**config.mk**
```make
export PLATFORM = sky130hd
export DESIGN_NAME = lsu_top
export DESIGN_NICKNAME = d
export VERILOG_FILES = /design/src/lsu_bus_pkg.sv /design/src/rv_isa_pkg.sv /design/src/lsu_top.sv /design/src/lsu_fsm.sv /design/src/lsu_bus_timer.sv /design/src/lsu_align.sv /design/src/lsu_decoder.sv
export VERILOG_INCLUDE_DIRS = /design/src
export SDC_FILE = /design/constraint.sdc
export NUM_CORES = 1
export LEC_CHECK = 0
export ABC_AREA = 1
export CORE_UTILIZATION = 37
export CTS_CLUSTER_SIZE = 40
export DETAILED_ROUTE_END_ITERATION = 6
export DONT_BUFFER_PORTS = 1
export SLEW_MARGIN = 0
export SYNTH_ARGS = -nofsm -noshare
export SYNTH_HDL_FRONTEND = slang
export SYNTH_SLANG_ARGS = --single-unit
```
**constraint.sdc**
```tcl
create_clock -name clk -period 3.7 [get_ports clk]
set_input_delay 1.11 -clock clk [delete_from_list [all_inputs] [get_ports clk]]
set_output_delay 1.11 -clock clk [all_outputs]
set_load 0.01 [all_outputs]
```
**src/lsu_defines.svh**
```systemverilog
`ifndef LSU_DEFINES_SVH
`define LSU_DEFINES_SVH

// Data and address width
`define LSU_XLEN 32

// Cycles a bus cycle may wait for ack or err
`define LSU_BUS_TIMEOUT 16

`endif
```
**src/lsu_bus_pkg.sv**
```systemverilog
`include "lsu_defines.svh"

package lsu_bus_pkg;

    // Request from the core, address already computed upstream
    typedef struct packed {
        logic [6:0]           opcode;
        logic [2:0]           funct3;
        logic [`LSU_XLEN-1:0] addr;
        logic [`LSU_XLEN-1:0] wdata;
    } lsu_req_t;

    // Fault codes reported with each response
    typedef enum logic [2:0] {
        fault_none       = 3'd0,
        fault_illegal    = 3'd1,
        fault_misaligned = 3'd2,
        fault_bus_err    = 3'd3,
        fault_timeout    = 3'd4
    } fault_t;

    // Response to the core
    typedef struct packed {
        logic [`LSU_XLEN-1:0] rdata;
        fault_t               fault;
    } lsu_resp_t;

    // Wishbone classic master outputs
    typedef struct packed {
        logic                   cyc;
        logic                   stb;
        logic                   we;
        logic [`LSU_XLEN/8-1:0] sel;
        logic [`LSU_XLEN-1:0]   adr;
        logic [`LSU_XLEN-1:0]   dat;
    } wb_m2s_t;

endpackage

```
**src/rv_isa_pkg.sv**
```systemverilog
package rv_isa_pkg;

    // Major opcodes handled by the load/store unit
    localparam logic [6:0] opcode_load  = 7'b0000011;
    localparam logic [6:0] opcode_store = 7'b0100011;

    // Load widths
    localparam logic [2:0] funct3_lb  = 3'b000;
    localparam logic [2:0] funct3_lh  = 3'b001;
    localparam logic [2:0] funct3_lw  = 3'b010;
    localparam logic [2:0] funct3_lbu = 3'b100;
    localparam logic [2:0] funct3_lhu = 3'b101;

    // Store widths
    localparam logic [2:0] funct3_sb = 3'b000;
    localparam logic [2:0] funct3_sh = 3'b001;
    localparam logic [2:0] funct3_sw = 3'b010;

    // Access size, same encoding as the core's old memory controller
    typedef enum logic [1:0] {
        size_word = 2'b00,
        size_half = 2'b01,
        size_byte = 2'b10,
        size_none = 2'b11
    } access_size_t;

    // Decoded memory access controls
    typedef struct packed {
        // Width of the transfer
        access_size_t access_size;
        // Store
        logic         write;
        // Valid load or store, goes to the bus
        logic         require_access;
        // LBU and LHU
        logic         zero_extend;
        // Not a memory instruction or bad width
        logic         illegal;
    } mem_ctrl_t;

endpackage

```
**src/lsu_top.sv**
```systemverilog
`timescale 1ns/1ps
`include "lsu_defines.svh"

module lsu_top (
    input  logic                    clk,
    input  logic                    rst,
    input  logic                    req_valid,
    input  lsu_bus_pkg::lsu_req_t   req,
    output logic                    busy,
    output logic                    resp_valid,
    output lsu_bus_pkg::lsu_resp_t  resp,
    output lsu_bus_pkg::wb_m2s_t    wb,
    input  logic [`LSU_XLEN-1:0]    wb_dat_in,
    input  logic                    wb_ack,
    input  logic                    wb_err
);

    lsu_bus_pkg::lsu_req_t  held_req;
    rv_isa_pkg::mem_ctrl_t  ctrl;
    logic                   misaligned;
    logic [3:0]             sel;
    logic [`LSU_XLEN-1:0]   wdata_lane;
    logic [`LSU_XLEN-1:0]   rdata;
    logic                   bus_open;
    logic                   expired;

    lsu_fsm lsu_fsm_inst (
        .clk        (clk),
        .rst        (rst),
        .req_valid  (req_valid),
        .req        (req),
        .ctrl       (ctrl),
        .misaligned (misaligned),
        .sel        (sel),
        .wdata_lane (wdata_lane),
        .rdata      (rdata),
        .wb_ack     (wb_ack),
        .wb_err     (wb_err),
        .expired    (expired),
        .held_req   (held_req),
        .busy       (busy),
        .bus_open   (bus_open),
        .wb         (wb),
        .resp_valid (resp_valid),
        .resp       (resp)
    );

    // Decode works on the registered request
    lsu_decoder lsu_decoder_inst (
        .opcode (held_req.opcode),
        .funct3 (held_req.funct3),
        .ctrl   (ctrl)
    );

    lsu_align lsu_align_inst (
        .ctrl       (ctrl),
        .addr       (held_req.addr),
        .wdata      (held_req.wdata),
        .rdata_raw  (wb_dat_in),
        .sel        (sel),
        .wdata_lane (wdata_lane),
        .misaligned (misaligned),
        .rdata      (rdata)
    );

    // Watchdog on the open bus cycle
    lsu_bus_timer lsu_bus_timer_inst (
        .clk     (clk),
        .rst     (rst),
        .run     (bus_open),
        .expired (expired)
    );

endmodule

```
**src/lsu_fsm.sv**
```systemverilog
`timescale 1ns/1ps
`include "lsu_defines.svh"

module lsu_fsm (
    input  logic                    clk,
    input  logic                    rst,
    input  logic                    req_valid,
    input  lsu_bus_pkg::lsu_req_t   req,
    input  rv_isa_pkg::mem_ctrl_t   ctrl,
    input  logic                    misaligned,
    input  logic [3:0]              sel,
    input  logic [`LSU_XLEN-1:0]    wdata_lane,
    input  logic [`LSU_XLEN-1:0]    rdata,
    input  logic                    wb_ack,
    input  logic                    wb_err,
    input  logic                    expired,
    output lsu_bus_pkg::lsu_req_t   held_req,
    output logic                    busy,
    output logic                    bus_open,
    output lsu_bus_pkg::wb_m2s_t    wb,
    output logic                    resp_valid,
    output lsu_bus_pkg::lsu_resp_t  resp
);

    typedef enum logic [1:0] {
        st_idle,
        st_access,
        st_done
    } state_t;

    state_t state;
    logic   accept;
    logic   decode_fault;
    logic   finish;

    assign accept       = req_valid && (state == st_idle);
    assign decode_fault = ctrl.illegal || misaligned;
    // Ends the access state, either no bus cycle at all or the slave answered
    assign finish       = decode_fault || wb_ack || wb_err || expired;

    assign busy       = (state != st_idle);
    assign resp_valid = (state == st_done);

    // Bus cycle spans the whole access state unless decode failed
    assign bus_open = (state == st_access) && ctrl.require_access && !misaligned;

    // All bus fields come from the held request, so they stay put until ack
    always_comb begin
        wb.cyc = bus_open;
        wb.stb = bus_open;
        wb.we  = bus_open && ctrl.write;
        wb.sel = bus_open ? sel : 4'b0000;
        wb.adr = {held_req.addr[`LSU_XLEN-1:2], 2'b00};
        wb.dat = wdata_lane;
    end

    always_ff @(posedge clk) begin
        if (rst) begin
            state <= st_idle;
        end else begin
            case (state)
                st_idle: begin
                    if (accept) begin
                        state <= st_access;
                    end
                end
                st_access: begin
                    if (finish) begin
                        state <= st_done;
                    end
                end
                default: state <= st_idle;
            endcase
        end
    end

    always_ff @(posedge clk) begin
        if (accept) begin
            held_req <= req;
        end
        if (state == st_access) begin
            // Fault priority: illegal, misaligned, err, then timeout
            if (ctrl.illegal) begin
                resp.rdata <= '0;
                resp.fault <= lsu_bus_pkg::fault_illegal;
            end else if (misaligned) begin
                resp.rdata <= '0;
                resp.fault <= lsu_bus_pkg::fault_misaligned;
            end else if (wb_err) begin
                resp.rdata <= '0;
                resp.fault <= lsu_bus_pkg::fault_bus_err;
            end else if (wb_ack) begin
                // Stores return zero data
                resp.rdata <= ctrl.write ? '0 : rdata;
                resp.fault <= lsu_bus_pkg::fault_none;
            end else if (expired) begin
                resp.rdata <= '0;
                resp.fault <= lsu_bus_pkg::fault_timeout;
            end
        end
    end

endmodule

```
**src/lsu_bus_timer.sv**
```systemverilog
`timescale 1ns/1ps
`include "lsu_defines.svh"

module lsu_bus_timer (
    input  logic clk,
    input  logic rst,
    input  logic run,
    output logic expired
);

    localparam int CNT_W = $clog2(`LSU_BUS_TIMEOUT + 1);

    logic [CNT_W-1:0] count;

    // Counts cycles of an open bus cycle, holds once expired
    always_ff @(posedge clk) begin
        if (rst || !run) begin
            count   <= '0;
            expired <= 1'b0;
        end else if (!expired) begin
            count   <= count + 1'b1;
            // Last wait cycle seen, flag from the next cycle on
            expired <= (count == CNT_W'(`LSU_BUS_TIMEOUT - 1));
        end
    end

endmodule

```
**src/lsu_align.sv**
```systemverilog
`timescale 1ns/1ps
`include "lsu_defines.svh"

module lsu_align (
    input  rv_isa_pkg::mem_ctrl_t ctrl,
    input  logic [`LSU_XLEN-1:0]  addr,
    input  logic [`LSU_XLEN-1:0]  wdata,
    input  logic [`LSU_XLEN-1:0]  rdata_raw,
    output logic [3:0]            sel,
    output logic [`LSU_XLEN-1:0]  wdata_lane,
    output logic                  misaligned,
    output logic [`LSU_XLEN-1:0]  rdata
);

    logic [1:0]           offset;
    logic [4:0]           shamt;
    logic [`LSU_XLEN-1:0] rdata_shifted;
    logic                 sign_bit;

    // Byte offset inside the word and the matching bit shift
    assign offset = addr[1:0];
    assign shamt  = {offset, 3'b000};

    // Store data moves up to its lane, load data comes down to bit 0
    assign wdata_lane    = wdata << shamt;
    assign rdata_shifted = rdata_raw >> shamt;

    always_comb begin
        case (ctrl.access_size)
            rv_isa_pkg::size_byte: sel = 4'b0001 << offset;
            rv_isa_pkg::size_half: sel = 4'b0011 << offset;
            rv_isa_pkg::size_word: sel = 4'b1111;
            default:               sel = 4'b0000;
        endcase
    end

    // Halves need an even address, words a multiple of four
    always_comb begin
        case (ctrl.access_size)
            rv_isa_pkg::size_half: misaligned = offset[0];
            rv_isa_pkg::size_word: misaligned = |offset;
            default:               misaligned = 1'b0;
        endcase
    end

    // Top bit of the loaded item, forced low for LBU and LHU
    always_comb begin
        case (ctrl.access_size)
            rv_isa_pkg::size_byte: sign_bit = rdata_shifted[7] && !ctrl.zero_extend;
            rv_isa_pkg::size_half: sign_bit = rdata_shifted[15] && !ctrl.zero_extend;
            default:               sign_bit = 1'b0;
        endcase
    end

    always_comb begin
        case (ctrl.access_size)
            rv_isa_pkg::size_byte: rdata = {{(`LSU_XLEN-8){sign_bit}}, rdata_shifted[7:0]};
            rv_isa_pkg::size_half: rdata = {{(`LSU_XLEN-16){sign_bit}}, rdata_shifted[15:0]};
            rv_isa_pkg::size_word: rdata = rdata_shifted;
            default:               rdata = '0;
        endcase
    end

endmodule

```
**src/lsu_decoder.sv**
```systemverilog
`timescale 1ns/1ps

module lsu_decoder (
    input  logic [6:0]            opcode,
    input  logic [2:0]            funct3,
    output rv_isa_pkg::mem_ctrl_t ctrl
);

    logic                     is_load;
    logic                     is_store;
    rv_isa_pkg::access_size_t size;

    assign is_load  = (opcode == rv_isa_pkg::opcode_load);
    assign is_store = (opcode == rv_isa_pkg::opcode_store);

    // Width from funct3, anything unknown stays size_none
    always_comb begin
        size = rv_isa_pkg::size_none;
        if (is_load) begin
            case (funct3)
                rv_isa_pkg::funct3_lb,
                rv_isa_pkg::funct3_lbu: size = rv_isa_pkg::size_byte;
                rv_isa_pkg::funct3_lh,
                rv_isa_pkg::funct3_lhu: size = rv_isa_pkg::size_half;
                rv_isa_pkg::funct3_lw:  size = rv_isa_pkg::size_word;
                default:                size = rv_isa_pkg::size_none;
            endcase
        end else if (is_store) begin
            case (funct3)
                rv_isa_pkg::funct3_sb: size = rv_isa_pkg::size_byte;
                rv_isa_pkg::funct3_sh: size = rv_isa_pkg::size_half;
                rv_isa_pkg::funct3_sw: size = rv_isa_pkg::size_word;
                default:               size = rv_isa_pkg::size_none;
            endcase
        end
    end

    always_comb begin
        ctrl.access_size    = size;
        // Only stores write to memory
        ctrl.write          = is_store;
        ctrl.require_access = (size != rv_isa_pkg::size_none);
        // Unsigned loads have funct3 bit 2 set
        ctrl.zero_extend    = is_load && funct3[2];
        ctrl.illegal        = (size == rv_isa_pkg::size_none);
    end

endmodule

```
==> results.txt <==
* Main area contributors after synthesis: edfxtp_1 (59%), nand2_1 (6.2%), nor2_1 (5.6%)
- Power spread over the standard cell area amounts to roughly 550 nW/um^2.
- NumNets Final: 618
* Signed area change from the synthesized netlist to the final layout: 9.445%
* Transition time at the pin with the least slew margin: ~0.67 ns
- Synth cell count leaders: edfxtp_1 (109), nand2_1 (92), nor2_1 (83)
- Clock tree from TritonCTS: done
- Clock tree root driver cell: clkbuf_16
* Cell area after technology mapping: 5564 sq um
- For this run, the total global-route usage over all layers was measured as 0.1737.
- Of all cell types, the one taking the most synthesized area is edfxtp_1.
* Most Frequent Cell on Critical Path: nand2_1
* Area taken by multi-input logic gates: between 1500 and 2000 sq um
- Of the cells placed in the final design, the portion with a size suffix greater than 1 is 0.1404.
- Initial standard-cell utilization of the core: 0.3814
- Register-to-register setup slack: approximately 1.0 ns
* Logic depth of the worst register-to-register path: 13
- The number of slew-limit violations in the final report is 0.
* Final period util: 0.9331
- Routability congestion estimate from global placement: 0.8859
- The floorplan step set the die height to 124.6 um.
* Number of global-route vias before repair: ~3700
* Clock transition at the register clock pins on the worst setup and hold paths after CTS: 0.06 ns
- Counting flops with an async set or reset pin after synthesis yields a share of 0.
* Met2 WL post-DR: between 6000 and 7000 um
- Of the synthesized area, sequential elements account for 0.6170.
- Count of synthesis-stage warnings from yosys: 0
- Area of the die: 15530 sq um
* Worst path required time: around 2.6 ns
- CTS max path bufs: 2
- The worst register-to-register path ends at lsu_fsm_inst.resp[34].
* DR iter-0 viols: 238
- Port buffer count: 0
- Across all layers, the routed design uses roughly 3600 vias.
- Area of the core: around 15000 sq um
- Number of antenna violations at the first check in global routing: 1
- Synthesis instantiated 34 different standard cells from the library.
- Summing all flip-flop and latch instances after layout gives roughly 3400 sq um.
- After detailed routing, the met3 layer carries approximately 1300 um of wire.
- In this run the tightest slew margin relative to its limit is 0.5502.
- CP Class: flip-flop to primary output
- Setup violations remaining at the end of the flow were counted as 0.
- Number of max-capacitance violations reported: 0
- Critical Path Slowest Stage Cell: edfxtp_1
- Setup repair after global routing left no endpoint under its margin.
- For this run, design rule violations remaining after detail routing come to 0.
* Critical Path Sink Type: primary output
* Detailed-route wire length per cell: around 19 um
- The final hold violation count was 0.
- Leakage component of the power: 2.145 nW
* Cell with the most instances after synthesis: edfxtp_1
- The run finished with clean final reports.
* First-pass GRT wire length: between 15000 and 20000 um
- The worst-case IR drop observed on VDD is between 300 and 400 uV.
- Die X: about 120 um
- The synthesized design contains approximately 110 enable-type register cells.
- Worst-Skew Late Latency: between 0.4 and 0.5 ns
* Pin count of the biggest net entering global routing: 75
- Highest achievable clock rate: between 200 and 300 MHz
* Clock sink count: about 120
- Following the worst setup path forward leads to its endpoint at wb[66].
* Residual antenna-violating net count after detailed routing: 0
- In the final routing, the length of wire on met1 measures 4792 um.
- Crit path max fanout: 7
* Minimum clock period: 3.453 ns
* Final hold slack: ~0.50 ns
- Mean instance size in the synthesized netlist: 10.46 sq um
* Class of the most critical hold timing path: flip-flop to flip-flop
- The worst hold path begins at lsu_bus_timer_inst.count[1].
- For this design the top-level I/O count stands at 219.
- The highest metal layer carrying signal wires in the routed design is met4.
- Share of the synthesized area in the top cell type: 0.5883
- In this run, synthesis produced a sequential element count of about 120.
* Kind of start point of the critical path: flip-flop
* Highest cell delay on the worst timing path: between 0.3 and 0.4 ns
* Critical R2R Launch: lsu_fsm_inst.held_req[73]
* Routed WL: approximately 13000 um
* Number of instances in the synthesized netlist: around 530
* Placed wire-length estimate: between 9000 and 10000 um
- Total negative slack for setup checks: 0 ns
* Filler cell count: ~1300
- Primary FF master, synth: edfxtp_1
- Gr ovfl total: 0
- Clock skew on the completed layout was measured at ~0.0085 ns.
- Count of H-tree levels built during CTS: 4
- In this run, CTS created clock tree buffers numbering 17.
- The floorplan has 44 rows.
- The signal on the critical path passes through nor2_1 -> nand2_1 -> nor2_1 -> nand2_1 -> nand2_1 -> inv_1 -> ha_1 -> nand2_1 -> a21oi_2 -> inv_1 -> nand3_4 -> a21oi_2.
* Vias per cell: around 5.2
* Critical path launch point: lsu_fsm_inst.held_req[73]
- Crit path arrival time: 2.34 ns
- Number of search-and-repair iterations in the first detailed-routing pass: 7
metal layers:
layer | vias up | global-route usage
met4 | 0 | 0.07300
met5 | - | 0
li1 | 1727 | -
met3 | 15 | 0.07818
met1 | 1683 | 0.1778
met2 | 207 | 0.3048
worst min path at each step:
stage | endpoint | slack (ns) | cells past startpoint
finish | lsu_bus_timer_inst.count[1] | 0.50 | 2
detailed placement | lsu_bus_timer_inst.count[2] | 0.48 | 2
global placement | lsu_bus_timer_inst.count[2] | 0.47 | 2
global route | lsu_bus_timer_inst.count[1] | 0.52 | 2
floorplan | lsu_bus_timer_inst.count[2] | 0.46 | 2
CTS | lsu_bus_timer_inst.count[2] | 0.49 | 2
critical path: cells and delay by family, from the launching register on:
kind | cells | cell delay [ns]
compound gates | 2 | 0.28
fa+ha+maj | 1 | 0.24
buf+inv | 2 | 0.21
flops | 1 | 0.38
simple gates | 7 | 0.81
where the power goes:
group	internal [mW]	total, mW	switching, mW
Combinational	0.0519	0.209	0.157
Sequential	1.53	1.58	0.0512
Clock	0.938	1.58	0.642
Total	2.52	3.37	0.850
repair_timing:
action / 4_1_cts / 5_1_grt
resized for setup: 0 / 9
setup endpoints to repair: 0 / 5
buffers inserted: 0 / 0
endpoints found under the hold margin: 0 / 0
hold buffers: 0 / 0
registers in the layout, indices dropped and copies added, names as in the netlist:
register / count
lsu_fsm_inst.state: 2
lsu_bus_timer_inst.count: 5
lsu_fsm_inst.held_req: 74
lsu_bus_timer_inst.expired: 1
lsu_fsm_inst.resp: 35
layout make-up:
class	count	area share
flip-flops and latches	117	0.5638
clock inverters	15	0.02383
well taps	184	0.03781
multi-input cells	322	0.2698
clock buffers	17	0.06986
inverters	36	0.02301
diodes	1	0.0004109
repair buffers	6	0.01151
cell usage in the layout, fill, tap and decap left out, types with 6 or more instances in the layout:
master	n
a21oi_1	28
a21oi_2	12
a22oi_1	8
clkbuf_16	17
dfxtp_1	8
edfxtp_1	109
ha_1	7
inv_1	32
nand2_1	92
nand3_1	26
nor2_1	79
nor2_2	6
o21ai_0	31
o32ai_1	7
metrics by stage:
stage	cells	cell area, sq um	util	total power, mW	worst slack, ns
2_1_floorplan	533	5568	-	1.792	0.6557
3_3_place_gp	665	5484	0.3759	1.821	0.6916
3_5_place_dp	665	5484	0.3759	1.825	0.6164
4_1_cts	697	6055	0.4150	3.417	0.1646
5_1_grt	698	6090	0.4174	3.497	0.0003895
6_report	698	6090	0.4174	3.373	0.2474
logic make-up after synthesis:
logic type,synth area share
flip-flops,0.6170
other,0.0006740
AO/OA/AOI/OAI,0.1032
XOR/XNOR,0.003149
AND/OR/NAND/NOR,0.1660
adder cells (fa/ha/maj),0.01574
buffers and inverters,0.09422
No activity file was read; power rests on OpenSTA's default activity.
